===== src/soc_bus_config.svh =====
`ifndef SOC_BUS_CONFIG_SVH
`define SOC_BUS_CONFIG_SVH

// Bus widths
`define SOC_ADDR_W 32
`define SOC_DATA_W 32
`define SOC_STRB_W 4

// 64 KB bootloader window over a 4 KB array
`define BOOT_BASE 32'h0201_0000
`define BOOT_REGION_BITS 16
`define BOOT_DEPTH_WORDS 1024

// Game-pad status register
`define PAD_BASE 32'h0200_0200
`define PAD_REGION_BITS 2

`define PAD_TICK_DIV 512 // 50 MHz / 512
`define PAD_BUTTONS 8

`endif


===== src/soc_bus_pkg.sv =====
`default_nettype none

`include "soc_bus_config.svh"

package soc_bus_pkg;

	// Decoded target of one transaction
	typedef enum logic [1:0] {
		REGION_BOOT,
		REGION_PAD,
		REGION_NONE
	} region_e;

	typedef enum logic [1:0] {
		RESP_OKAY   = 2'd0,
		RESP_SLVERR = 2'd2,
		RESP_DECERR = 2'd3
	} resp_e;

	typedef logic [`PAD_BUTTONS-1:0] pad_buttons_t; // 1 = pressed

	typedef struct packed {
		logic [`SOC_DATA_W-1:0] data;
		resp_e                  resp;
	} read_resp_t;

	typedef struct packed {
		resp_e resp;
	} write_resp_t;

endpackage

`default_nettype wire


===== src/pad_reader.sv =====
`timescale 1ns/1ps
`default_nettype none

`include "soc_bus_config.svh"

module pad_reader (
	input  logic                      clk_50mhz,
	input  logic                      resetn,
	input  logic                      tick,
	input  logic                      data,
	output logic                      latch,
	output logic                      clock,
	output soc_bus_pkg::pad_buttons_t buttons
);
	import soc_bus_pkg::*;

	// Step 0 latch, then clock low on odd steps and high on even steps
	localparam int LAST_STEP = 2 * `PAD_BUTTONS;
	localparam int STEP_W    = $clog2(LAST_STEP + 1);

	logic [STEP_W-1:0] step;
	logic [STEP_W-1:0] next_step;
	logic              rise;
	pad_buttons_t      shift;
	pad_buttons_t      shift_next;

	assign next_step  = (step == STEP_W'(LAST_STEP)) ? '0 : step + 1'b1;
	assign rise       = (next_step != '0) && !next_step[0];
	assign shift_next = {~data, shift[`PAD_BUTTONS-1:1]}; // Pins are active low

	always_ff @(posedge clk_50mhz) begin
		if (!resetn) begin
			step    <= STEP_W'(LAST_STEP); // First tick starts a scan
			latch   <= 1'b0;
			clock   <= 1'b0;
			buttons <= '0;
		end else if (tick) begin
			step  <= next_step;
			latch <= (next_step == '0);
			clock <= rise;
			if (next_step == STEP_W'(LAST_STEP))
				buttons <= shift_next; // Last sample completes the byte
		end
	end

	// Sample before the pad shifts on this same clock edge
	always_ff @(posedge clk_50mhz) begin
		if (tick && rise)
			shift <= shift_next;
	end

endmodule

`default_nettype wire


===== config.mk =====
export PLATFORM = sky130hd
export DESIGN_NAME = pad_reader
export DESIGN_NICKNAME = d
export VERILOG_FILES = /design/src/soc_bus_pkg.sv /design/src/pad_reader.sv
export VERILOG_INCLUDE_DIRS = /design/src
export SDC_FILE = /design/constraint.sdc
export NUM_CORES = 1
export LEC_CHECK = 0
export BUFFER_PORTS_ARGS = -buffer_cell sky130_fd_sc_hd__buf_2
export CORE_ASPECT_RATIO = 1.1
export CORE_MARGIN = 2
export CORE_UTILIZATION = 34
export CTS_CLUSTER_DIAMETER = 120
export DETAILED_ROUTE_END_ITERATION = 12
export GPL_TIMING_DRIVEN = 1
export PLACE_DENSITY = 0.51
export SYNTH_ARGS = -nofsm -noshare
export SYNTH_HDL_FRONTEND = slang
export SYNTH_SLANG_ARGS = --single-unit

===== constraint.sdc =====
create_clock -name clk_50mhz -period 1.9 [get_ports clk_50mhz]
set_input_delay 0.285 -clock clk_50mhz [delete_from_list [all_inputs] [get_ports clk_50mhz]]
set_output_delay 0.285 -clock clk_50mhz [all_outputs]
set_load 0.05 [all_outputs]

# After elaboration in Yosys (flattened, before gate mapping)

Cells that the tools add are included.

Reductions and logical operators: 6
Muxes and demuxes: 1
Add/sub/neg operators: 1
Equality and inequality tests: 2
Bitwise gates (word level): 1

Operators by type and width:

| cell                  | number |
|---|---|
| $eq A5 B5 Y1 const B  | 2 |
| $add A5 B1 Y5 const B | 1 |
| $logic_not A5 Y1      | 1 |
| $mux W5               | 1 |
| $reduce_bool A5 Y1    | 1 |
| $logic_and A1 B1 Y1   | 2 |
| $reduce_and A2 Y1     | 1 |
| $logic_not A1 Y1      | 1 |
| $not A1 Y1            | 1 |

Logic and storage cells: 16
Output and inout port bits: 10
Input bits: 4
Register bits after elaboration: 23

# Longest topological paths before layout

Depth after elaboration: 5
Depth in mapped cells: 7

# Worst setup path before layout

OpenSTA, ideal clock, no wires.

Path type: reg-to-reg
Start: register step[0]
End: register buttons[0]
Arrival: 1782 ps
Setup slack: 47 ps
Cell stages (with the launch flop): 8
Buffers on the path: 0
Data required time: 1828 ps
Path through: dfxtp_1 > inv_1 > ha_1 > nand2b_1 > a21oi_1 > or3_4 > nor3_4 > mux2i_1

Cells in the longest elaborated chain, start to end: 4
Elaborated cells between the ends (all ways): 5
Classes of those cells: add/sub: 1; eq/ne: 2; mux: 1; reduce/logical: 1

Ends and longest elaborated chain:

| element                                       | RTL line         | text |
|---|---|---|
| start, declared                               | pad_reader.sv:21 | `logic [STEP_W-1:0] step;` |
| start signal, assigned                        | pad_reader.sv:33 | `step <= STEP_W'(LAST_STEP);` |
| start signal, assigned                        | pad_reader.sv:38 | `step <= next_step;` |
| $add A5 B1 Y5 or $eq A5 B5 Y1 (tied branches) | pad_reader.sv:27 | `assign next_step = (step == STEP_W'(LAST_STEP)) ? '0 : step + 1'b1;` |
| $mux W5 (*)                                   | pad_reader.sv:27 |  |
| $eq A5 B5 Y1 (*)                              | pad_reader.sv:41 | `if (next_step == STEP_W'(LAST_STEP))` |
| $reduce_and A2 Y1 (no line) (*)               | --               |  |
| end signal, assigned                          | pad_reader.sv:42 | `buttons <= shift_next;` |
| end, declared                                 | pad_reader.sv:13 | `output soc_bus_pkg::pad_buttons_t buttons` |

Every way passes the cells marked *; elsewhere a longest branch is shown, timed or not.
A chain may end at the register's enable or synchronous reset.

# Worst setup path in the final report

Start: register step[1]
End: register buttons[6]

Same word-level chain as after synthesis.

==> summary.md <==
| Metric | Value |
|---|---|
| Antenna cells | 0 |
| Netlist cell types | 28 |
| Insertion delay to the later sink of the worst-skew pair | 300 ps |
| Largest net degree at the start of global routing | 24 |
| Routed vias | 687 |
| Cells along the critical path | inv_1 > ha_1 > nand3b_1 > a31oi_1 > o21ai_1 > buf_4 > nor3_4 > buf_6 > mux2i_1 |
| Maximum vdd drop | 0.000501 V |
| Worst r2r src | step[1]$_SDFFE_PN0P_ |
| Top-area cell type share of the netlist area | 0.311 |
| Wire length on met2 | 890 um |
| Class of the worst hold path | in -> reg |
| Area Overhead vs Synth | 19.6% |
| Number of top-level pins | 14 |
| Worst-case clock buffer depth | 2 |
| Final nets | 118 |
| Async SR Flop Fraction | 0 |
| Die H | 59.9 um |
| Gr ovfl total | 0 |
| Area leader, netlist | dfxtp_1 |
| CTS clk-pin slew, worst paths | 120 ps |
| Mean Syn Cell Area | 10.4 um2 |
| Cells after Synth | 93 |
| Minimum clock period | 1770 ps |
| Seq/Total Area, Yosys | 0.528 |
| Detailed Place HPWL | 1270 um |
| Relative slew margins | 0.759 |
| CTS tree | done |
| Hold Path Origin | data |
| Max-cap violations | 0 |
| Reg-to-reg setup timing slack | 130 ps |
| Final setup fails | 0 |
| Yosys warnings | 0 |
| Gpl congestion | 0.695 |
| Met3 WL | 50 um |
| P per Cell Area | 853 nW/um2 |
| WS Path Type | reg -> reg |
| WL/cell | 11.7 um |
| Worst Path Buf+Inv | 3 |
| CTS sink count | 22 |
| Root Driver | clkbuf_4 |
| Layout cells sized above 1 | 0.279 |
| Syn nets | 99 |
| Post-synth EDFFs | 7 |
| Final ANT Viol Nets | 0 |
| Worst Tran Pin Value | 362 ps |
| Slowest cell on the critical path | dfxtp_4 |
| Routed WL | 1680 um |
| Final period util | 0.930 |
| Max Fclk | 0.566 GHz |
| Die Area | 3280 um2 |
| Worst r2r dst | buttons[6]$_SDFFE_PN0P_ |
| TritonRoute pass-1 iters | 3 |
| Via density | 4.77 |
| Core box area | 2730 um2 |
| Cell Area, Placed | 1090 um2 |
| CP endpoint kind | register |
| WP data required | 2140 ps |
| Biggest fanout along the worst timing path | 6 |
| Status | complete, no violations |
| Hold Path Depth | 4 |
| Port buffer count | 13 |
| First-pass GRT wire length | 2880 um |
| P_leak | 0.457 nW |
| Critical path's top delay family | flip-flops |
| Hold_ws | 232 ps |
| CTS buffer count | 3 |
| Hold buffers post-CTS | 0 |
| Antenna violations before repair | 0 |
| Die width | 54.8 um |
| Ys flop type | dfxtp_1 |
| WL met1 | 724 um |
| Global Route Usage Sum | 0.127 |
| Post-Syn Area | 966 um2 |
| Crit-path max cell delay | 380 ps |
| Hold Vio Cnt, Final | 0 |
| Hold Path Sink | buttons[7]$_SDFFE_PN0P_ |
| FF-to-FF path depth | 9 |
| Vias in the first global route | 671 |
| DR top layer | met4 |
| Initial cell density of the core | 0.354 |
| Final TNS setup | 0 ps |
| Htree depth | 1 |
| Site Rows | 20 |
| CP arrival | 2000 ps |
| Max Slew Vio Count | 0 |
| RSZ-0062 raised after global routing | false |
| Critical Path Start Type | register |
| DRT iter0 DRCs | 11 |
| Synthesis-stage register bit count | 22 |
| Drc violations | 0 |
| Ranking of synthesized cells by area | dfxtp_1, edfxtp_1, mux2i_1 |
| Final Instance Area | 1150 um2 |
| Clk_skew | 3.96 ps |
## power breakdown
group          total [W]  internal, W  switching [W]
logic           0.000161    0.0000644      0.0000968
registers       0.000527     0.000512      0.0000147
clock network   0.000297     0.000160       0.000137
## stage by stage
stage | cells | util | setup WS [ps] | power [W]
6_report | 144 | 0.423 | 133 | 0.000986
5_1_grt | 144 | 0.423 | 2.06 | 0.00104
4_1_cts | 144 | 0.417 | 41.6 | 0.000997
3_5_place_dp | 140 | 0.400 | 66.7 | 0.000697
3_3_place_gp | 140 | 0.400 | 76.9 | 0.000696
2_1_floorplan | 93 | - | 46.5 | 0.000646
## worst max-delay path by stage
stage | startpoint | to | slack [ps] | cells after the start
floorplan | step[0]$_SDFFE_PN0P_ | buttons[0]$_SDFFE_PN0P_ | 50 | 7
global placement | step[1]$_SDFFE_PN0P_ | buttons[2]$_SDFFE_PN0P_ | 80 | 6
detailed placement | step[1]$_SDFFE_PN0P_ | buttons[6]$_SDFFE_PN0P_ | 70 | 6
CTS | step[1]$_SDFFE_PN0P_ | buttons[6]$_SDFFE_PN0P_ | 40 | 6
global route | step[1]$_SDFFE_PN0P_ | buttons[7]$_SDFFE_PN0P_ | 2 | 9
finish | step[1]$_SDFFE_PN0P_ | buttons[6]$_SDFFE_PN0P_ | 130 | 9
## cell usage after synthesis, types with 2 or more instances
| cell type | instances |
|---|---|
| a21oi_1 | 4 |
| and2_1 | 2 |
| clkbuf_1 | 3 |
| dfxtp_1 | 15 |
| edfxtp_1 | 7 |
| ha_1 | 2 |
| inv_1 | 5 |
| mux2i_1 | 11 |
| nand2_1 | 18 |
| nor2_1 | 3 |
| nor2b_1 | 4 |
| o21a_1 | 2 |
| o21ai_0 | 2 |
## layout make-up
type / instances / area, um2
clock buffers: 4 / 47.5
well taps: 33 / 41.3
inverters: 5 / 18.8
flip-flops and latches: 22 / 515
multi-input cells: 61 / 414
repair buffers: 19 / 118
fillers: 282 / 1570
## tightest hold or removal path, cell delays in order
cell and delay (ps):
buf_2 70, inv_1 40, nand2_1 50, mux2i_1 60
## layout by cell type (no fill, tap or decap)
| cell | Yosys | final |
|---|---|---|
| nand4_1 | 1 | 1 |
| a31oi_1 | 1 | 1 |
| nor2_2 | 0 | 1 |
| buf_2 | 1 | 13 |
| a21oi_1 | 4 | 4 |
| nor2_1 | 3 | 2 |
| and4_1 | 1 | 1 |
| ha_2 | 0 | 1 |
| inv_1 | 5 | 5 |
| nand2b_1 | 1 | 1 |
| edfxtp_1 | 7 | 7 |
| o21a_1 | 2 | 2 |
| buf_4 | 0 | 4 |
| buf_6 | 1 | 2 |
| nand2_1 | 18 | 18 |
| o21ba_2 | 1 | 1 |
| and2_1 | 2 | 2 |
| ha_1 | 2 | 1 |
| dfxtp_4 | 0 | 1 |
| or3_4 | 1 | 1 |
| nor3_1 | 1 | 1 |
| nor3_4 | 1 | 1 |
| nand3b_1 | 1 | 1 |
| nor2b_1 | 4 | 4 |
| clkbuf_16 | 0 | 1 |
| mux2i_1 | 11 | 11 |
| o21ai_1 | 0 | 2 |
| dfxtp_1 | 15 | 13 |
| dfxtp_2 | 0 | 1 |
| xnor2_1 | 1 | 1 |
| clkbuf_4 | 0 | 3 |
| and4_2 | 1 | 1 |
| o32ai_1 | 1 | 1 |
| nor3b_1 | 1 | 1 |
## registers in the layout, indices dropped and copies added (netlist names)
register,cells
buttons,8
shift,7
step,5
clock,1
latch,1
## kinds of logic after synthesis
| logic type | synth area share |
|---|---|
| and+or+nand+nor | 0.202 |
| DFF | 0.528 |
| AOI/OAI and AO/OA | 0.0725 |
| muxes | 0.114 |
| buffers and inverters | 0.0479 |
| adders and majority gates | 0.0259 |
| xor gates and xnor gates | 0.00907 |
## layer usage
metal,GRT usage,vias up
li1,-,355
met1,0.145,321
met2,0.213,9
met3,0.0325,2
met4,0.0643,0
met5,0,-
## what timing repair did
action                     in CTS  in global routing
buffers inserted                0                  0
setup endpoints to repair       0                  8
gates resized for setup         0                  9
(Power assumes the default switching activity.)
