==> src/soc_bus_config.svh <==
`ifndef SOC_BUS_CONFIG_SVH
`define SOC_BUS_CONFIG_SVH

// Bus widths
`define SOC_ADDR_W 32
`define SOC_DATA_W 32
`define SOC_STRB_W 4

// 64 KB bootloader window over a 4 KB array
`define BOOT_BASE 32'h0201_0000
`define BOOT_REGION_BITS 16
`define BOOT_DEPTH_WORDS 1024

// Game-pad status register
`define PAD_BASE 32'h0200_0200
`define PAD_REGION_BITS 2

`define PAD_TICK_DIV 512 // 50 MHz / 512
`define PAD_BUTTONS 8

`endif

==> src/soc_bus_pkg.sv <==
`default_nettype none

`include "soc_bus_config.svh"

package soc_bus_pkg;

	// Decoded target of one transaction
	typedef enum logic [1:0] {
		REGION_BOOT,
		REGION_PAD,
		REGION_NONE
	} region_e;

	typedef enum logic [1:0] {
		RESP_OKAY   = 2'd0,
		RESP_SLVERR = 2'd2,
		RESP_DECERR = 2'd3
	} resp_e;

	typedef logic [`PAD_BUTTONS-1:0] pad_buttons_t; // 1 = pressed

	typedef struct packed {
		logic [`SOC_DATA_W-1:0] data;
		resp_e                  resp;
	} read_resp_t;

	typedef struct packed {
		resp_e resp;
	} write_resp_t;

endpackage

`default_nettype wire

==> src/bus_target_if.sv <==
`timescale 1ns/1ps
`default_nettype none

`include "soc_bus_config.svh"

interface bus_target_if;

	logic                                 req; // One cycle per access
	logic                                 write;
	logic [$clog2(`BOOT_DEPTH_WORDS)-1:0] word_addr;
	logic [`SOC_DATA_W-1:0]               wdata;
	logic [`SOC_STRB_W-1:0]               wstrb;
	logic [`SOC_DATA_W-1:0]               rdata; // Valid the cycle after a read req

	modport initiator (
		output req, write, word_addr, wdata, wstrb,
		input  rdata
	);

	modport target (
		input  req, write, word_addr, wdata, wstrb,
		output rdata
	);

endinterface

`default_nettype wire

==> src/bus_fsm.sv <==
`timescale 1ns/1ps
`default_nettype none

`include "soc_bus_config.svh"

module bus_fsm (
	input  logic                         clk_50mhz,
	input  logic                         resetn,
	input  logic [`SOC_ADDR_W-1:0]       awaddr,
	input  logic                         awvalid,
	output logic                         awready,
	input  logic [`SOC_DATA_W-1:0]       wdata,
	input  logic [`SOC_STRB_W-1:0]       wstrb,
	input  logic                         wvalid,
	output logic                         wready,
	input  logic [`SOC_ADDR_W-1:0]       araddr,
	input  logic                         arvalid,
	output logic                         arready,
	input  logic                         rd_full,
	input  logic                         wr_full,
	input  logic [2*`PAD_BUTTONS-1:0]    pad_state,
	output logic                         rd_push,
	output soc_bus_pkg::read_resp_t      rd_payload,
	output logic                         wr_push,
	output soc_bus_pkg::write_resp_t     wr_payload,
	bus_target_if.initiator              ram
);
	import soc_bus_pkg::*;

	localparam int                     WORD_W    = $clog2(`BOOT_DEPTH_WORDS);
	localparam logic [`SOC_ADDR_W-1:0] BOOT_ADDR = `BOOT_BASE;
	localparam logic [`SOC_ADDR_W-1:0] PAD_ADDR  = `PAD_BASE;

	typedef enum logic [1:0] {S_IDLE, S_READ_WAIT, S_PUSH} state_t;

	state_t      state;
	logic        is_read;
	logic        can_accept;
	logic        rd_go;
	logic        wr_go;
	region_e     ar_region;
	region_e     aw_region;
	region_e     rd_region;
	read_resp_t  rd_next;
	read_resp_t  rd_q;
	write_resp_t wr_q;

	function automatic region_e decode(input logic [`SOC_ADDR_W-1:0] addr);
		if (addr[`SOC_ADDR_W-1:`BOOT_REGION_BITS] == BOOT_ADDR[`SOC_ADDR_W-1:`BOOT_REGION_BITS])
			return REGION_BOOT;
		if (addr[`SOC_ADDR_W-1:`PAD_REGION_BITS] == PAD_ADDR[`SOC_ADDR_W-1:`PAD_REGION_BITS])
			return REGION_PAD;
		return REGION_NONE;
	endfunction

	assign ar_region = decode(araddr);
	assign aw_region = decode(awaddr);

	// Idle and no response still waiting downstream
	assign can_accept = (state == S_IDLE) && !rd_full && !wr_full;
	assign rd_go      = can_accept && arvalid;
	assign wr_go      = can_accept && !arvalid && awvalid && wvalid; // Read wins

	assign arready = can_accept;
	assign awready = wr_go;
	assign wready  = wr_go;

	// RAM access issued in the handshake cycle
	assign ram.req       = (rd_go && ar_region == REGION_BOOT) || (wr_go && aw_region == REGION_BOOT);
	assign ram.write     = !rd_go;
	assign ram.word_addr = rd_go ? araddr[WORD_W+1:2] : awaddr[WORD_W+1:2];
	assign ram.wdata     = wdata;
	assign ram.wstrb     = wstrb;

	always_comb begin
		case (rd_region)
			REGION_BOOT: rd_next = '{data: ram.rdata, resp: RESP_OKAY};
			REGION_PAD:  rd_next = '{data: `SOC_DATA_W'(pad_state), resp: RESP_OKAY};
			default:     rd_next = '{data: '0, resp: RESP_DECERR};
		endcase
	end

	always_ff @(posedge clk_50mhz) begin
		if (!resetn) begin
			state   <= S_IDLE;
			is_read <= 1'b0;
		end else begin
			case (state)
				S_IDLE: begin
					if (rd_go) begin
						state   <= S_READ_WAIT;
						is_read <= 1'b1;
					end else if (wr_go) begin
						state   <= S_PUSH;
						is_read <= 1'b0;
					end
				end
				S_READ_WAIT: state <= S_PUSH;
				S_PUSH: begin
					if (is_read ? !rd_full : !wr_full)
						state <= S_IDLE;
				end
				default: state <= S_IDLE;
			endcase
		end
	end

	always_ff @(posedge clk_50mhz) begin
		if (rd_go)
			rd_region <= ar_region;
		if (state == S_READ_WAIT)
			rd_q <= rd_next; // RAM data lands here
		if (wr_go) begin
			case (aw_region)
				REGION_BOOT: wr_q.resp <= RESP_OKAY;
				REGION_PAD:  wr_q.resp <= RESP_SLVERR; // Pad register is read only
				default:     wr_q.resp <= RESP_DECERR;
			endcase
		end
	end

	assign rd_push    = (state == S_PUSH) && is_read && !rd_full;
	assign wr_push    = (state == S_PUSH) && !is_read && !wr_full;
	assign rd_payload = rd_q;
	assign wr_payload = wr_q;

endmodule

`default_nettype wire

==> src/flat_wrapper.sv <==
// flat-port wrapper written by rule: the top's interface ports become plain ports
module bus_fsm_flat import soc_bus_pkg::*;
  (clk_50mhz, resetn, awaddr, awvalid, awready, wdata, wstrb, wvalid, wready, araddr, arvalid, arready, rd_full, wr_full, pad_state, rd_push, rd_payload, wr_push, wr_payload, ram_req, ram_write, ram_word_addr, ram_wdata, ram_wstrb, ram_rdata);
  bus_target_if ram_i ();
  input  logic clk_50mhz;
  input  logic resetn;
  input  logic [`SOC_ADDR_W-1:0] awaddr;
  input  logic awvalid;
  output logic awready;
  input  logic [`SOC_DATA_W-1:0] wdata;
  input  logic [`SOC_STRB_W-1:0] wstrb;
  input  logic wvalid;
  output logic wready;
  input  logic [`SOC_ADDR_W-1:0] araddr;
  input  logic arvalid;
  output logic arready;
  input  logic rd_full;
  input  logic wr_full;
  input  logic [2*`PAD_BUTTONS-1:0] pad_state;
  output logic rd_push;
  output soc_bus_pkg::read_resp_t rd_payload;
  output logic wr_push;
  output soc_bus_pkg::write_resp_t wr_payload;
  output wire logic [$bits(ram_i.req)-1:0] ram_req;
  output wire logic [$bits(ram_i.write)-1:0] ram_write;
  output wire logic [$bits(ram_i.word_addr)-1:0] ram_word_addr;
  output wire logic [$bits(ram_i.wdata)-1:0] ram_wdata;
  output wire logic [$bits(ram_i.wstrb)-1:0] ram_wstrb;
  input wire logic [$bits(ram_i.rdata)-1:0] ram_rdata;
  assign ram_req = ram_i.req;
  assign ram_write = ram_i.write;
  assign ram_word_addr = ram_i.word_addr;
  assign ram_wdata = ram_i.wdata;
  assign ram_wstrb = ram_i.wstrb;
  assign ram_i.rdata = ram_rdata;
  bus_fsm u_core (.clk_50mhz(clk_50mhz), .resetn(resetn), .awaddr(awaddr), .awvalid(awvalid), .awready(awready), .wdata(wdata), .wstrb(wstrb), .wvalid(wvalid), .wready(wready), .araddr(araddr), .arvalid(arvalid), .arready(arready), .rd_full(rd_full), .wr_full(wr_full), .pad_state(pad_state), .rd_push(rd_push), .rd_payload(rd_payload), .wr_push(wr_push), .wr_payload(wr_payload), .ram(ram_i));
endmodule
==> config.mk <==
export PLATFORM = sky130hd
export DESIGN_NAME = bus_fsm_flat
export DESIGN_NICKNAME = d
export VERILOG_FILES = /design/src/soc_bus_pkg.sv /design/src/bus_target_if.sv /design/src/bus_fsm.sv /design/src/flat_wrapper.sv
export VERILOG_INCLUDE_DIRS = /design/src
export SDC_FILE = /design/constraint.sdc
export NUM_CORES = 1
export LEC_CHECK = 0
export BUFFER_PORTS_ARGS = -buffer_cell sky130_fd_sc_hd__buf_2
export CAP_MARGIN = 20
export CELL_PAD_IN_SITES_DETAIL_PLACEMENT = 1
export CELL_PAD_IN_SITES_GLOBAL_PLACEMENT = 2
export CORE_AREA = 8 8 122 124
export CTS_BUF_LIST = sky130_fd_sc_hd__clkbuf_4 sky130_fd_sc_hd__clkbuf_8
export DETAILED_ROUTE_END_ITERATION = 10
export DIE_AREA = 0 0 130 132
export GPL_ROUTABILITY_DRIVEN = 0
export PLACE_DENSITY_LB_ADDON = 0.05
export SYNTH_ARGS = -nofsm -noshare
export SYNTH_HDL_FRONTEND = slang
export SYNTH_SLANG_ARGS = --single-unit
==> constraint.sdc <==
create_clock -name clk_50mhz -period 1.8 [get_ports clk_50mhz]
set_input_delay 0.18 -clock clk_50mhz [delete_from_list [all_inputs] [get_ports clk_50mhz]]
set_output_delay 0.18 -clock clk_50mhz [all_outputs]
set_load 0.05 [all_outputs]
### After elaboration in Yosys (flattened, before gate mapping)

Index checks and enable logic that the tools add are counted.

| operators by class | value |
|---|---|
| $add $sub $neg | 0 |
| multiply operators | 0 |
| div/mod/pow operators | 0 |
| order comparisons | 0 |
| eq/ne operators | 10 |
| shift-type cells | 0 |
| multiplexer cells | 24 |
| bitwise logic cells | 0 |
| reductions and logical operators | 25 |

Operators with widths:

| cell | count |
|---|---|
| $pmux W34 S2 | 1 |
| $eq A30 B24 Y1 const B | 2 |
| $eq A16 B10 Y1 const B | 2 |
| $mux W2 | 11 |
| $logic_and A1 B1 Y1 | 12 |
| $mux W10 | 1 |
| $mux W1 | 9 |
| $logic_not A2 Y1 | 4 |
| $eq A2 B1 Y1 const B | 3 |
| $pmux W2 S3 | 1 |
| $logic_not A1 Y1 | 5 |
| $pmux W2 S2 | 1 |
| $reduce_and A2 Y1 | 2 |
| $ne A3 B1 Y1 const B | 1 |
| $eq A2 B2 Y1 const B | 1 |
| $ne A2 B1 Y1 const B | 1 |
| $reduce_bool A2 Y1 | 1 |
| $logic_or A1 B1 Y1 | 1 |

| storage, ports and cells | value |
|---|---|
| flip-flop bits (word level) | 41 |
| latch bits | 0 |
| bits in writable memories | 0 |
| ROM bits | 0 |
| input bits | 155 |
| output and inout port bits | 89 |
| word-level logic and storage cells | 65 |
| memories kept | 0 |

### Longest topological paths before layout

| logic depth | value |
|---|---|
| depth after elaboration | 9 |
| mapped depth | 4 |
| mapped depth without buffers | 3 |

### Worst setup path after synthesis

OpenSTA, ideal clock, no wires.

| timing path | value |
|---|---|
| kind | reg2out |
| from | register u_core.state[1] |
| to | output port ram_req |
| arrival time | 2.290 ns |
| path slack | -0.670 ns |
| cell stages (with the launch flop) | 5 |
| path buffers | 1 |
| cell sequence | dfxtp_1 -> nor4_4 -> nand2_4 -> buf_6 -> o32ai_2 |

| on the way | value |
|---|---|
| cells in the longest elaborated chain, start to end | 8 |
| elaborated cells on any way between the ends | 10 |
| classes of those cells | reduce/logical (10) |

RTL lines:

| element | RTL line | source |
|---|---|---|
| start, declared | bus_fsm.sv:36 | `state_t state;` |
| start signal, assigned | bus_fsm.sv:85 | `state <= S_IDLE;` |
| start signal, assigned | bus_fsm.sv:91 | `state <= S_READ_WAIT;` |
| start signal, assigned | bus_fsm.sv:94 | `state <= S_PUSH;` |
| $logic_not A2 Y1 (*) | bus_fsm.sv:60 | `assign can_accept = (state == S_IDLE) && !rd_full && !wr_full;` |
| $logic_and A1 B1 Y1 (*) (2 in a row) | bus_fsm.sv:60 |  |
| named net arready | flat_wrapper.sv:16 | `output logic arready;` |
| $logic_and A1 B1 Y1 (3 in a row) | bus_fsm.sv:62 | `assign wr_go = can_accept && !arvalid && awvalid && wvalid;` |
| $logic_and A1 B1 Y1 | bus_fsm.sv:69 | `assign ram.req = (rd_go && ar_region == REGION_BOOT) \|\| (wr_go && aw_region == REGION_BOOT);` |
| $logic_or A1 B1 Y1 (*) | bus_fsm.sv:69 |  |
| end, declared | flat_wrapper.sv:24 | `output wire logic [$bits(ram_i.req)-1:0] ram_req;` |

Mark *: on every way through the listed nets, which the timed path passes. The rest lies on a longest branch.

### Worst setup path in the final report

| timing path | value |
|---|---|
| from | register u_core.state[1] |
| to | output port ram_word_addr[1] |

| on the way | value |
|---|---|
| cells in the longest elaborated chain, start to end | 5 |

RTL lines:

| element | RTL line | source |
|---|---|---|
| $logic_not A2 Y1 | bus_fsm.sv:60 |  |
| $logic_and A1 B1 Y1 (2 in a row) | bus_fsm.sv:60 |  |
| $logic_and A1 B1 Y1 | bus_fsm.sv:61 | `assign rd_go = can_accept && arvalid;` |
| $mux W10 | bus_fsm.sv:71 | `assign ram.word_addr = rd_go ? araddr[WORD_W+1:2] : awaddr[WORD_W+1:2];` |
| end, declared | flat_wrapper.sv:26 | `output wire logic [$bits(ram_i.word_addr)-1:0] ram_word_addr;` |

No other way between the ends.

==> impl_metrics.tcl <==
set metrics [dict create \
    yosys.area_share.simple_pct 17.3 \
    post-route-util_pct 26.2 \
    timing.clock.skew_ps 5.40 \
    fin_ws_ps -7.77 \
    die_h_microns 132 \
    finalNetCount 488 \
    detail_route.iter0.violations 81 \
    firstDrtPassIters 4 \
    fmax_mhz 553 \
    synth_nets 345 \
    rows 42 \
    synth_top_area_share_pct 48.8 \
    cts_num_sinks 40 \
    synthesis.instances 190 \
    hold_viol 0 \
    synth_top_cell_by_area "edfxtp_1" \
    crit_chain "nor4_4 > buf_6 > nand2_8 > mux2_4 > buf_6" \
    grt_usage_pct 9.43 \
    synth_compound_area_share_pct 3.57 \
    clk_path_buf_depth 2 \
    startpoint_type "flip-flop" \
    slew_headroom_pct 43.7 \
    seq_area_frac_synth_pct 51.4 \
    die_w_microns 130 \
    drive_above_1_share_pct 62.3 \
    path_clk_slew_ps 90 \
    htree_levels 2 \
    grt_max_degree 34 \
    synth_area_per_cell_sq_um 12.0 \
    cts_tree "built" \
    rsz0062_at_grt "true" \
    worst_ep_arrival_time_ps 1630 \
    power_frac_seq_pct 45.7 \
    synth_cell_types 33 \
    ys_warn_count 0 \
    grt_pass1_wl_mm 12.6 \
    clockPowerShare_pct 33.2 \
    min_path_type "in2reg" \
    vias 2027 \
    synthArstFlopShare_pct 0 \
    p_int_mw 1.66 \
    dp_slack_ps 25.6 \
    synth_top_family_by_area "simple AND/OR/NAND/NOR gates" \
    combPwrFrac_pct 21.1 \
    overflow 0 \
    sw_frac_of_total_pct 27.0 \
    initial_core_util_pct 17.5 \
    synth_adder_area_share_pct 0 \
    cap_violations 0 \
    switchingPower_mw 0.612 \
    cpMaxStageDelayCell "dfxtp_2" \
    path_max_fanout 8 \
    peakVddDrop_mv 0.240 \
    synth_edf_count 37 \
    fin_crit_sh_pct 100 \
    ys_top_cells_by_area "edfxtp_1 (49%), buf_4 (13%), mux2i_1 (7.0%)" \
    synthMuxAreaShare_pct 12.8 \
    ant_nets 0 \
    insertion_delay_ps 290 \
    end_kind "primary output" \
    viasPerCell 3.97 \
    p_leak_nw 1.57 \
    required_ps 1620 \
    crit_type "reg2out" \
    crit_path_max_incr_delay_ps 340 \
    ios 244 \
    finalMaxSlewViolations 0 \
    tightest_slew_ps 842 \
    cts_buffers 5 \
    core_area_sq_um 13000 \
    finalPower_mw 2.27 \
    synth_seq_cells 40 \
    synth_flop_cell "edfxtp_1" \
    post-dp-hpwl_mm 6.83 \
    violations "negative setup slack" \
    wl_per_cell_microns 16.4 \
    cts_root_buffer "clkbuf_8" \
    p_per_area_nw_per_um2 669 \
    grt_pass1_vias 2339 \
    antenna_cells 0 \
    yosysMostFrequentCell "buf_4" \
    portBuffers 167 \
    wirelength_mm 8.38 \
    hold_ws_ps 161 \
    route.detailed.drc 0 \
    setup_viol 8 \
    fin_crit_ps 1810 \
    die_area_sq_um 17200 \
    status "finished with violations" \
    synth_xor_area_share_pct 0 \
    netlist_area_sq_um 2280 \
    ys_top_cells_by_count "buf_4 (38), edfxtp_1 (37), nor2_1 (20)" \
    path_common_cell "buf_6" \
    area_delta_synth_final_pct 49.1 \
    antenna_found_initial 0 \
]
critical path, delay by kind of cell (launching register included):
| family | cells | cell delay (ps) |
|---|---|---|
| mux | 1 | 330 |
| simple gates | 2 | 320 |
| flops | 1 | 340 |
| buf+inv | 2 | 340 |
stage by stage:
| stage | cell area, sq um | setup TNS, ps | instances |
|---|---|---|---|
| floorplan | 2320 | -4920 | 190 |
| global placement | 3110 | 0 | 495 |
| detailed placement | 3110 | 0 | 495 |
| CTS | 3360 | -124 | 507 |
| global route | 3390 | -986 | 510 |
| finish | 3390 | -26.5 | 510 |
metal layers:
layer	part of all wire [%]	track usage, %	vias up
met3	13	5.18	25
li1	-	-	935
met1	40	10.1	929
met5	0	0	-
met2	45	15.3	138
met4	2.3	3.36	0
power by group through the flow:
stage / logic (mW) / registers (mW) / clock network (mW)
2_1_floorplan: 0.414 / 1.11 / 0
3_3_place_gp: 0.437 / 1.06 / 0
3_5_place_dp: 0.439 / 1.06 / 0
4_1_cts: 0.482 / 1.04 / 0.807
5_1_grt: 0.518 / 1.04 / 0.838
6_report: 0.479 / 1.04 / 0.753
sequential cells by signal (all words and copies together) (netlist names):
name               flops
u_core.state           2
u_core.rd_region       2
u_core.wr_payload      2
u_core.rd_payload     33
u_core.is_read         1
layout make-up:
cell class | instances | area [sq um]
fillers | 1533 | 9590
flip-flops and latches | 40 | 1170
repair buffers | 180 | 1050
multi-input cells | 101 | 821
well taps | 176 | 220
clock buffers | 5 | 68.8
clock inverters | 3 | 42.5
inverters | 5 | 22.5
path summary, 6_finish.rpt:
check             startpoint               endpoint  slack [ps]  cells after the start
min reg2reg   u_core.is_read         u_core.is_read         600                      3
max          u_core.state[1]       ram_word_addr[1]          -8                      5
max reg2reg  u_core.state[1]   u_core.wr_payload[1]         280                      6
min            ram_rdata[28]  u_core.rd_payload[30]         160                      2
layout by cell type, fill, tap and decap left out, types with 2 or more instances in the layout:
| cell type | synthesis | final |
|---|---|---|
| buf_8 | 0 | 3 |
| nor2_1 | 20 | 20 |
| inv_1 | 5 | 3 |
| clkinvlp_4 | 0 | 2 |
| nor4b_1 | 6 | 6 |
| nor3_1 | 3 | 3 |
| nand4_1 | 4 | 4 |
| dfxtp_2 | 0 | 2 |
| buf_4 | 38 | 10 |
| mux2i_1 | 16 | 16 |
| and2_1 | 16 | 16 |
| nand2_8 | 0 | 2 |
| buf_2 | 2 | 154 |
| edfxtp_1 | 37 | 37 |
| nor4_1 | 8 | 8 |
| clkbuf_8 | 0 | 5 |
| buf_6 | 1 | 12 |
| mux2_4 | 5 | 9 |
cells by family (layout without fill, tap and decap cells):
group,after synthesis,count (layout)
buffers and inverters,50,193
flip-flops,40,40
multiplexers,26,26
AO/OA/AOI/OAI,9,9
AND/OR/NAND/NOR,65,66
repair_timing:
action	in CTS	in global routing
pin swaps	3	1
buffers inserted	3	3
setup endpoints to repair	13	13
hold buffers	0	0
gates cloned	1	0
gates resized for setup	30	5
(Power assumes the default switching activity.)
