## src/soc_bus_config.svh

```systemverilog
`ifndef SOC_BUS_CONFIG_SVH
`define SOC_BUS_CONFIG_SVH

// Bus widths
`define SOC_ADDR_W 32
`define SOC_DATA_W 32
`define SOC_STRB_W 4

// 64 KB bootloader window over a 4 KB array
`define BOOT_BASE 32'h0201_0000
`define BOOT_REGION_BITS 16
`define BOOT_DEPTH_WORDS 1024

// Game-pad status register
`define PAD_BASE 32'h0200_0200
`define PAD_REGION_BITS 2

`define PAD_TICK_DIV 512 // 50 MHz / 512
`define PAD_BUTTONS 8

`endif

```

## src/soc_bus_pkg.sv

```systemverilog
`default_nettype none

`include "soc_bus_config.svh"

package soc_bus_pkg;

	// Decoded target of one transaction
	typedef enum logic [1:0] {
		REGION_BOOT,
		REGION_PAD,
		REGION_NONE
	} region_e;

	typedef enum logic [1:0] {
		RESP_OKAY   = 2'd0,
		RESP_SLVERR = 2'd2,
		RESP_DECERR = 2'd3
	} resp_e;

	typedef logic [`PAD_BUTTONS-1:0] pad_buttons_t; // 1 = pressed

	typedef struct packed {
		logic [`SOC_DATA_W-1:0] data;
		resp_e                  resp;
	} read_resp_t;

	typedef struct packed {
		resp_e resp;
	} write_resp_t;

endpackage

`default_nettype wire

```

## src/pad_tick_timer.sv

```systemverilog
`timescale 1ns/1ps
`default_nettype none

`include "soc_bus_config.svh"

module pad_tick_timer (
	input  logic clk_50mhz,
	input  logic resetn,
	output logic tick
);
	import soc_bus_pkg::*;

	localparam int CNT_W = $clog2(`PAD_TICK_DIV);

	logic [CNT_W-1:0] count;
	logic             wrap;

	assign wrap = (count == CNT_W'(`PAD_TICK_DIV - 1));

	always_ff @(posedge clk_50mhz) begin
		if (!resetn) begin
			count <= '0;
			tick  <= 1'b0;
		end else begin
			count <= wrap ? '0 : count + 1'b1;
			tick  <= wrap; // One cycle per period
		end
	end

endmodule

`default_nettype wire

```

## config.mk

```make
export PLATFORM = sky130hd
export DESIGN_NAME = pad_tick_timer
export DESIGN_NICKNAME = d
export VERILOG_FILES = /design/src/soc_bus_pkg.sv /design/src/pad_tick_timer.sv
export VERILOG_INCLUDE_DIRS = /design/src
export SDC_FILE = /design/constraint.sdc
export NUM_CORES = 1
export LEC_CHECK = 0
export ABC_CLOCK_PERIOD_IN_PS = 1300
export BUFFER_PORTS_ARGS = -buffer_cell sky130_fd_sc_hd__buf_4
export CORE_AREA = 2 2 39 41
export CTS_CLUSTER_DIAMETER = 40
export CTS_CLUSTER_SIZE = 14
export DETAILED_ROUTE_END_ITERATION = 7
export DIE_AREA = 0 0 41 43
export PLACE_DENSITY = 0.5
export SLEW_MARGIN = 20
export SYNTH_ARGS = -nofsm -noshare
export SYNTH_HDL_FRONTEND = slang
export SYNTH_SLANG_ARGS = --single-unit
export TNS_END_PERCENT = 100
```

## constraint.sdc

```tcl
create_clock -name clk_50mhz -period 1.3 [get_ports clk_50mhz]
set_input_delay 0.195 -clock clk_50mhz [delete_from_list [all_inputs] [get_ports clk_50mhz]]
set_output_delay 0.195 -clock clk_50mhz [all_outputs]
set_load 0.005 [all_outputs]
```

* Yosys cells after proc, flatten, opt, wreduce, memory -nomap -nowiden
Index checks and enable logic that the tools add are counted.
Word-level totals: register bits after elaboration 10, bits of input ports 2, logic and storage cells 6
Cells by class: add/sub/neg operators 1, equality and inequality tests 1, bitwise logic cells 1, reductions and logical operators 1
Operators by type and width (count):
- 9-bit by 1-bit adder with 9-bit output (second input constant) | 1
- 9-bit == test (second input constant) | 1
- 2-bit OR reduction | 1
- 1-bit inverter | 1

* Logic depth before layout (Yosys ltp)
Gate-level depths: netlist of run 1.
depth after elaboration 2, depth in mapped cells 6, gate-level depth less buffers 6

* Worst setup path before layout of run 1
Ideal clock, no wire load.
path type reg2reg, start reg count[0], end reg count[2], setup time 121 ps, arrival time 1269 ps, required time 1179 ps, setup slack -90 ps, stages on the path, launching flop included 7, clock period less this slack 1390 ps, cell sequence dfxtp_1 ha_1 nand3_2 nor3_1 ha_1 nand2b_1 nor2_1
Between the ends: cells in the longest elaborated chain, start to end 2
RTL lines:
- start: declaration | RTL line pad_tick_timer.sv:15 | logic [CNT_W-1:0] count;
- start signal: assignment | RTL line pad_tick_timer.sv:25 | count <= wrap ? '0 : count + 1'b1;
- 9-bit == test | RTL line pad_tick_timer.sv:18 | assign wrap = (count == CNT_W'(`PAD_TICK_DIV - 1));
- via wrap | RTL line pad_tick_timer.sv:16 | logic wrap;
- 2-bit OR reduction (no source line)
The timed path passes the listed nets, and every way through them passes these cells. A chain may end at the register's enable or synchronous reset.

* Final worst setup path of run 1
start reg count[1], end reg count[4]
The elaborated chain is that of the path after synthesis.

==> impl_metrics.tcl, run 1 <==
set metrics [dict create \
    wl_per_cell_um 10.2 \
    reg2reg_depth 6 \
    worst_hold_startpoint "resetn" \
    final_area_um2 556 \
    cts_tree "done" \
    cts_buffer_depth 2 \
    path_cells "ha_4 > nand3_4 > nor3_4 > ha_4 > nand2b_4 > nor2_1" \
    peakVddDrop_v 0.000427 \
    area_growth_pct 42.8 \
    clock_latency_ns 0.26 \
    grt_pass1_vias 275 \
    synthAdderAreaFrac_pct 6.43 \
    rrSetupSlack_ns 0.007 \
    pin_count 3 \
    worst_path_most_repeated_cell "ha_4" \
    ys_seq_area_share_pct 51.4 \
    synth.avg_cell_area_um2 9.49 \
    hold_class "input pin to flip-flop" \
    p_leak_nw 0.210 \
    utilization_pct 40.1 \
    ant_nets 0 \
    cp-end-kind "flip-flop" \
    port-buffer-count 2 \
    drv_cap 0 \
    cp_max_fo 7 \
    h-tree-depth 1 \
    start_util_pct 28.1 \
    cts_buffers 3 \
    first_pass_iters 2 \
    die_area_um2 1760 \
    startpoint_type "flip-flop" \
    slew-limit-headroom_pct 84.2 \
    routabilityCongestion 0.616 \
    synth_top_family_by_area "simple AND/OR/NAND/NOR gates" \
    period_share_pct 99.4 \
    routed_wl_um 693 \
    fp.coreArea_um2 1380 \
    synth_mux_area_share_pct 0 \
    timing.hold.ws_ns 0.181 \
    hold_depth 2 \
    rows 14 \
    drv_slew 0 \
    synth_compound_area_share_pct 7.72 \
    power_density_nw_per_um2 1020 \
    syn_inst 41 \
    grt-ovfl-total 0 \
    min_delay_worst_endpoint "tick" \
    clk_pin_slew_ns 0.06 \
    synth-xor-area-share_pct 6.75 \
    drive_gt1_share_pct 40.4 \
    yosys.area_share.simple_pct 25.7 \
    via_per_inst 4.71 \
    clock_sinks 10 \
    skew_ns 0.00571 \
    rr_startpoint "count[1]" \
    diodes 0 \
    gr-usage-all-layers_pct 9.28 \
    hold_viol_final 0 \
    dpl_cell_area_um2 480 \
    setup-tns-final_ns 0 \
    grt_max_degree 8 \
    cpPeakStageDelay_ns 0.35 \
    worst_pin_slew_ns 0.235 \
    period_needed_ns 1.29 \
    synth-seq-cells 10 \
    achievable-frequency_ghz 0.774 \
    slowest_stage "dfxtp_2" \
    use_met2_pct 13.1 \
    rsz0062_at_grt "yes" \
    setup_violations 0 \
    synth_cell_types 17 \
    vias 320 \
    status "complete, no violations" \
    critPathKind "flip-flop to flip-flop" \
    grt_pass1_wl_mm 1.04 \
    yosysWarningCount 0 \
    antenna_found_initial 0 \
    dr.first_iter.drc_count 1 \
    arrival_ns 1.44 \
    die-height_um 43 \
    busiest_layer "met2" \
    r2r-end "count[4]" \
    layout_common_cells "dfxtp_1, buf_4, nor2_1" \
    met3_usage_pct 3.14 \
    nets 58 \
    crit_required_ns 1.45 \
    netlist_area_um2 389 \
    drcViolationCount 0 \
    die_w_um 41 \
    hpwl_um 447 \
    cts.root.buffer_cell "clkbuf_4" \
    use_met1_pct 9.48 \
    synth_nets 45 \
]
-- repair_timing --
item,4_1_cts,5_1_grt
hold buffers,0,0
gates resized for setup,4,4
hold endpoints to repair,0,0
setup buffers,0,1
endpoints found under the setup margin,9,9
pin swaps,3,4
-- where the power goes --
part | switching [W] | total (W) | leakage (nW) | internal [W]
sequential | 0.00000909 | 0.000325 | 0.0817 | 0.000316
combinational | 0.0000157 | 0.0000401 | 0.115 | 0.0000245
clock | 0.0000963 | 0.000203 | 0.0138 | 0.000106
-- through the flow --
stage,setup slack [ns],total power (W),std cells
2_1_floorplan,0.000783,0.000343,41
3_3_place_gp,-0.0429,0.000362,64
3_5_place_dp,-0.0427,0.000361,64
4_1_cts,-0.0155,0.000575,67
5_1_grt,-0.0369,0.000600,68
6_report,0.00740,0.000568,68
-- cells in the mapped netlist --
master    instances  area share [%]
dfxtp_1          10              51
nor2_1            4             3.9
a21oi_1           3             3.9
and2_1            3             4.8
o21ai_0           3             3.9
or3_1             3             4.8
ha_1              2             6.4
inv_1             2             1.9
nand3_1           2             2.6
xnor2_1           2             4.5
nand2_1           1            0.96
nand2b_1          1             1.6
nand3_2           1             2.6
nand4_1           1             1.6
nor2b_1           1             1.6
nor3_1            1             1.3
xor2_1            1             2.3
-- worst max-delay path, delay by kind of cell, from the launching register on --
kind | cells | cell delay, ns
DFF | 1 | 0.35
adders and majority gates | 2 | 0.31
and+or+nand+nor | 4 | 0.51
-- cells by family (layout without fill, tap and decap cells) --
kind of cell,count (synthesis),count (layout)
AO/OA/AOI/OAI,6,6
XOR/XNOR,3,3
adder cells (fa/ha/maj),2,2
buffers and inverters,2,13
flip-flops,10,10
AND/OR/NAND/NOR,18,18
-- how the worst max path moves through the flow --
stage                        start        to  slack, ns  cells after the start
after floorplan           count[1]  count[8]     0.0008                      5
after global placement    count[1]  count[3]      -0.04                      6
after global routing      count[1]  count[6]      -0.04                      6
after CTS                 count[0]  count[5]      -0.02                      6
final                     count[1]  count[4]      0.007                      6
after detailed placement  count[1]  count[5]      -0.04                      6
-- registers in the layout (all words and copies together), names as in the netlist --
| name | cells |
|---|---|
| tick | 1 |
| count | 9 |
-- metal layers --
layer | part of all wire, % | vias up | wire, um
met5 | 0 | - | 0
met4 | 0 | 0 | 0
met3 | 2.2 | 0 | 15
met2 | 56 | 1 | 385
met1 | 42 | 156 | 292
li1 | - | 163 | -
-- area by class of cell --
type | count | area (um2)
tap | 16 | 20.0
timing repair buffer | 8 | 60.1
sequential | 10 | 203
multi-input combinational | 29 | 243
inverter | 2 | 7.51
fill | 137 | 828
clock buffer | 3 | 22.5
Power figures use the tool's default switching activity.
==> run 2: changes to the inputs <==
--- a/config.mk
+++ b/config.mk
@@ -7,13 +7,13 @@
 export NUM_CORES = 1
 export LEC_CHECK = 0
 export ABC_CLOCK_PERIOD_IN_PS = 1300
-export BUFFER_PORTS_ARGS = -buffer_cell sky130_fd_sc_hd__buf_4
 export CORE_AREA = 2 2 39 41
 export CTS_CLUSTER_DIAMETER = 40
 export CTS_CLUSTER_SIZE = 14
 export DETAILED_ROUTE_END_ITERATION = 7
 export DIE_AREA = 0 0 41 43
-export PLACE_DENSITY = 0.5
+export DONT_BUFFER_PORTS = 1
+export PLACE_DENSITY = 0.48
 export SLEW_MARGIN = 20
 export SYNTH_ARGS = -nofsm -noshare
 export SYNTH_HDL_FRONTEND = slang
==> run 2 against run 1 <==
  * Non-clock buffer count is 2 lower
  * Power is 1.0% lower
  * Hold slack worse by 0.11 ns
  * Largest cell class unchanged
  * First-iteration DRC count grew to 13 times the previous value
  * Final cell count is 2.9% lower
  * Combinational power hardly changed
==> impl_metrics.tcl, run 2 (synthesized netlist as in run 1, its figures left out) <==
set metrics [dict create \
    die-height_um 43 \
    timing.critical_path.buf_inv 0 \
    port-buffer-count 0 \
    grt_max_degree 8 \
    slew-limit-headroom_pct 85.2 \
    p_leak_nw 0.182 \
    hold_class "input pin to flip-flop" \
    rsz0062_at_grt "yes" \
    via_per_inst 4.65 \
    clk_pin_slew_ns 0.06 \
    nets 56 \
    skew_ns 0.00333 \
    worst_pin_slew_ns 0.222 \
    setup_violations 0 \
    rows 14 \
    dr.first_iter.drc_count 13 \
    combPwrFrac_pct 7.1 \
    fin_ws_ns 0.00730 \
    p_int_w 0.000447 \
    layout_common_cells "dfxtp_1, buf_4, nor2_1" \
    path_cells "ha_4 > nand3_4 > nor3_2 > ha_2 > nand2b_4 > a21oi_1" \
    area_growth_pct 33.1 \
    first_pass_iters 4 \
    dp_slack_ns -0.0667 \
    peakVddDrop_v 0.000422 \
    cpPeakStageDelay_ns 0.35 \
    achievable-frequency_ghz 0.774 \
    slowest_stage "dfxtp_2" \
    wl_per_cell_um 10.4 \
    drive_gt1_share_pct 34.0 \
    h-tree-depth 1 \
    p_clk_share_pct 35.0 \
    clock_sinks 10 \
    cts_buffer_depth 2 \
    crit_required_ns 1.43 \
    utilization_pct 37.4 \
    ant_nets 0 \
    critPathKind "flip-flop to flip-flop" \
    gr-usage-all-layers_pct 10.3 \
    cp_max_fo 7 \
    routabilityCongestion 0.714 \
    pin_count 3 \
    grt_pass1_vias 314 \
    clock_latency_ns 0.25 \
    die_w_um 41 \
    p_total_w 0.000562 \
    cts.root.buffer_cell "clkbuf_4" \
    final_area_um2 518 \
    drv_slew 0 \
    p_switching_w 0.000115 \
    arrival_ns 1.43 \
    fp.coreArea_um2 1380 \
    die_area_um2 1760 \
    timing.hold.ws_ns 0.0720 \
    status "complete, no violations" \
    reg_top3 "count x9, tick x1" \
    start_util_pct 28.1 \
    antenna_found_initial 0 \
    swShare_pct 20.5 \
    dpl_cell_area_um2 450 \
    cp-end-kind "flip-flop" \
    vias 307 \
    final_common_cell "dfxtp_1" \
    cts_tree "done" \
    crit_family "simple AND/OR/NAND/NOR gates" \
    startpoint_type "flip-flop" \
    drv_cap 0 \
    cts_buffers 3 \
    hold_viol_final 0 \
    period_share_pct 99.4 \
    largest_register_ffs 9 \
    routed_wl_um 685 \
    diodes 0 \
    drcViolationCount 0 \
    power_density_nw_per_um2 1080 \
    grt_pass1_wl_mm 1.26 \
    p_seq_share_pct 57.9 \
    period_needed_ns 1.29 \
    grt-ovfl-total 0 \
    top_register "count" \
]
[run 2: changes by cell type in the layout (fill, tap and decap cells not counted), sizes merged]
cell,change
buf,-2
[run 2: final timing paths]
kind	from	endpoint	slack, ns	cells after the start
max	count[1]	count[5]	0.007	6
max reg2reg	count[1]	count[5]	0.007	6
min reg2reg	count[7]	count[7]	0.49	2
min	resetn	tick	0.07	1
[run 2: worst register-to-register path: cells and delay by family (launching register included)]
kind | cells | cell delay [ns]
adder cells (fa/ha/maj) | 2 | 0.36
AO/OA/AOI/OAI | 1 | 0.05
AND/OR/NAND/NOR | 3 | 0.40
flip-flops | 1 | 0.35
[run 2: power by group through the flow]
stage,clock network (W),registers [W],logic (W)
after floorplan,0,0.000328,0.0000153
final,0.000196,0.000325,0.0000401
after global placement,0,0.000327,0.0000291
after global routing,0.000222,0.000326,0.0000463
after detailed placement,0,0.000328,0.0000302
after CTS,0.000206,0.000325,0.0000359
[run 2: layout make-up]
type,instances,area [um2]
flip-flops and latches,10,203
fillers,131,866
repair buffers,6,45.0
well taps,16,20.0
clock buffers,3,22.5
multi-input cells,29,220
inverters,2,7.51
[run 2: repair_timing]
| action | CTS | global route |
|---|---|---|
| hold buffers | 0 | 0 |
| pin swaps | 3 | 3 |
| setup endpoints to repair | 9 | 9 |
| gates resized for setup | 3 | 1 |
| buffers inserted | 2 | 1 |
[run 2: routing by layer]
metal	up-vias	global-route usage, %	part of all wire [%]
met5	-	0	0
met4	0	4.00	0
met3	0	1.57	2.8
met2	4	16.3	55
met1	144	13.4	42
li1	159	-	-
[run 2: through the flow]
step	std cells	setup TNS, ns
after detailed placement	60	-0.499
after floorplan	41	0
after CTS	65	-0.0110
final	66	0
after global placement	60	-0.192
after global routing	66	-0.496
==> run 3: changes to the inputs <==
--- a/config.mk
+++ b/config.mk
@@ -13,7 +13,6 @@
 export DETAILED_ROUTE_END_ITERATION = 7
 export DIE_AREA = 0 0 41 43
 export DONT_BUFFER_PORTS = 1
-export PLACE_DENSITY = 0.48
 export SLEW_MARGIN = 20
 export SYNTH_ARGS = -nofsm -noshare
 export SYNTH_HDL_FRONTEND = slang
==> run 3 against run 2 <==
  * Die area did not move
  * Critical endpoint is now count[6]
  * Power grew 13%
  * Critical path type unchanged
  * Via count fell by 1.6%
  * Final cell count fell by 1.5%
  * Non-clock buffer count down 2
  * Largest cell class unchanged
  * Largest power group unchanged
  * Setup slack improved by 0.014 ns
==> impl_metrics.tcl, run 3 (synthesized netlist as in run 1, its figures left out) <==
set metrics [dict create \
    use_met2_pct 15.6 \
    grt-ovfl-total 0 \
    drcViolationCount 0 \
    cts.root.buffer_cell "clkbuf_4" \
    drive_gt1_share_pct 36.7 \
    peakVddDrop_v 0.000388 \
    area_growth_pct 38.6 \
    die-height_um 43 \
    cts_buffers 3 \
    cts_buffer_depth 2 \
    dr.first_iter.drc_count 1 \
    cp-end-kind "flip-flop" \
    hold_class "input pin to flip-flop" \
    gr-usage-all-layers_pct 11.1 \
    diodes 0 \
    reg_top3 "count x9, tick x1" \
    hpwl_um 477 \
    met3_usage_pct 3.14 \
    drv_cap 0 \
    rows 14 \
    crit_required_ns 1.50 \
    routabilityCongestion 0.656 \
    die_area_um2 1760 \
    via_per_inst 4.65 \
    rsz0062_at_grt "yes" \
    hold_viol_final 0 \
    slew-limit-headroom_pct 86.1 \
    use_met1_pct 10.7 \
    arrival_ns 1.48 \
    wl_per_cell_um 9.75 \
    antenna_found_initial 0 \
    grt_pass1_vias 316 \
    period_needed_ns 1.28 \
    vias 302 \
    layout_common_cells "dfxtp_1, nor2_1, buf_4" \
    num-fill-cells 140 \
    clock_sinks 10 \
    critPathKind "flip-flop to flip-flop" \
    fin_ws_ns 0.0213 \
    port-buffer-count 0 \
    final_common_cell "dfxtp_1" \
    p_total_w 0.000636 \
    startpoint_type "flip-flop" \
    cts_setup_buffers 0 \
    multiInputGateArea_um2 243 \
    drv_slew 0 \
    setup-tns-final_ns 0 \
    cts_hold_buffers 0 \
    first_pass_iters 2 \
    period_share_pct 98.4 \
    grt_max_degree 8 \
    register_area_um2 203 \
    largest_register_ffs 9 \
    cts_tree "done" \
    slowest_stage "dfxtp_2" \
    achievable-frequency_ghz 0.782 \
    clk_pin_slew_ns 0.07 \
    power_density_nw_per_um2 1180 \
    skew_ns 0.00766 \
    status "complete, no violations" \
    clock_latency_ns 0.27 \
    grt_pass1_wl_mm 1.21 \
    nets 54 \
    top_register "count" \
    pin_count 3 \
    dp_slack_ns -0.0352 \
    ant_nets 0 \
    die_w_um 41 \
    fp.coreArea_um2 1380 \
    busiest_layer "met2" \
    setup_violations 0 \
    cp_max_fo 3 \
    routed_wl_um 634 \
    path_cells "ha_4 > nand3_4 > buf_4 > or3_1 > a21oi_2" \
    cpPeakStageDelay_ns 0.35 \
    worst_pin_slew_ns 0.207 \
    h-tree-depth 1 \
    start_util_pct 28.1 \
    p_leak_nw 0.194 \
]
[run 3: what timing repair did]
action | 4_1_cts | 5_1_grt
resized for setup | 4 | 4
endpoints found under the setup margin | 9 | 9
pin swaps | 5 | 5
[run 3: metal layers]
| layer | up-vias | share of wire, % |
|---|---|---|
| met2 | 4 | 53 |
| met1 | 142 | 41 |
| met3 | 2 | 1.9 |
| li1 | 154 | - |
| met5 | - | 0 |
| met4 | 0 | 3.0 |
[run 3: worst max-delay path, delay by kind of cell (launching register included)]
kind	cells	cell delay, ns
and+or+nand+nor	2	0.43
DFF	1	0.35
buffers and inverters	1	0.16
adders and majority gates	1	0.15
AOI/OAI and AO/OA	1	0.12
[run 3: metrics by stage]
step / hold slack, ns / std cells / instance area, um2 / utilization (%)
after CTS: 0.0505 / 65 / 513 / 37.1
after floorplan: 0.322 / 41 / 408 / -
after detailed placement: 0.329 / 61 / 458 / 33.1
final: 0.0601 / 65 / 539 / 39.0
after global placement: 0.323 / 61 / 458 / 33.1
after global routing: 0.0598 / 65 / 539 / 39.0
[run 3: cell type report]
class	instances	area share (%)
timing repair buffer	4	5.57
sequential	10	37.6
clock buffer	4	6.73
inverter	2	1.39
tap	16	3.71
multi-input combinational	29	45.0
[run 3: final timing paths]
| check | from | endpoint | slack [ns] | cells after the start |
|---|---|---|---|---|
| worst max-delay path | count[0] | count[6] | 0.02 | 5 |
| worst min-delay path | resetn | tick | 0.06 | 1 |
| worst max register to register | count[0] | count[6] | 0.02 | 5 |
| worst min register to register | count[5] | count[5] | 0.51 | 2 |
[run 3: where the power goes]
part	switching (W)	leakage [nW]	internal (W)
registers	0.00000902	0.0817	0.000315
logic	0.0000132	0.0916	0.0000200
clock network	0.000109	0.0210	0.000170
total	0.000131	0.194	0.000505
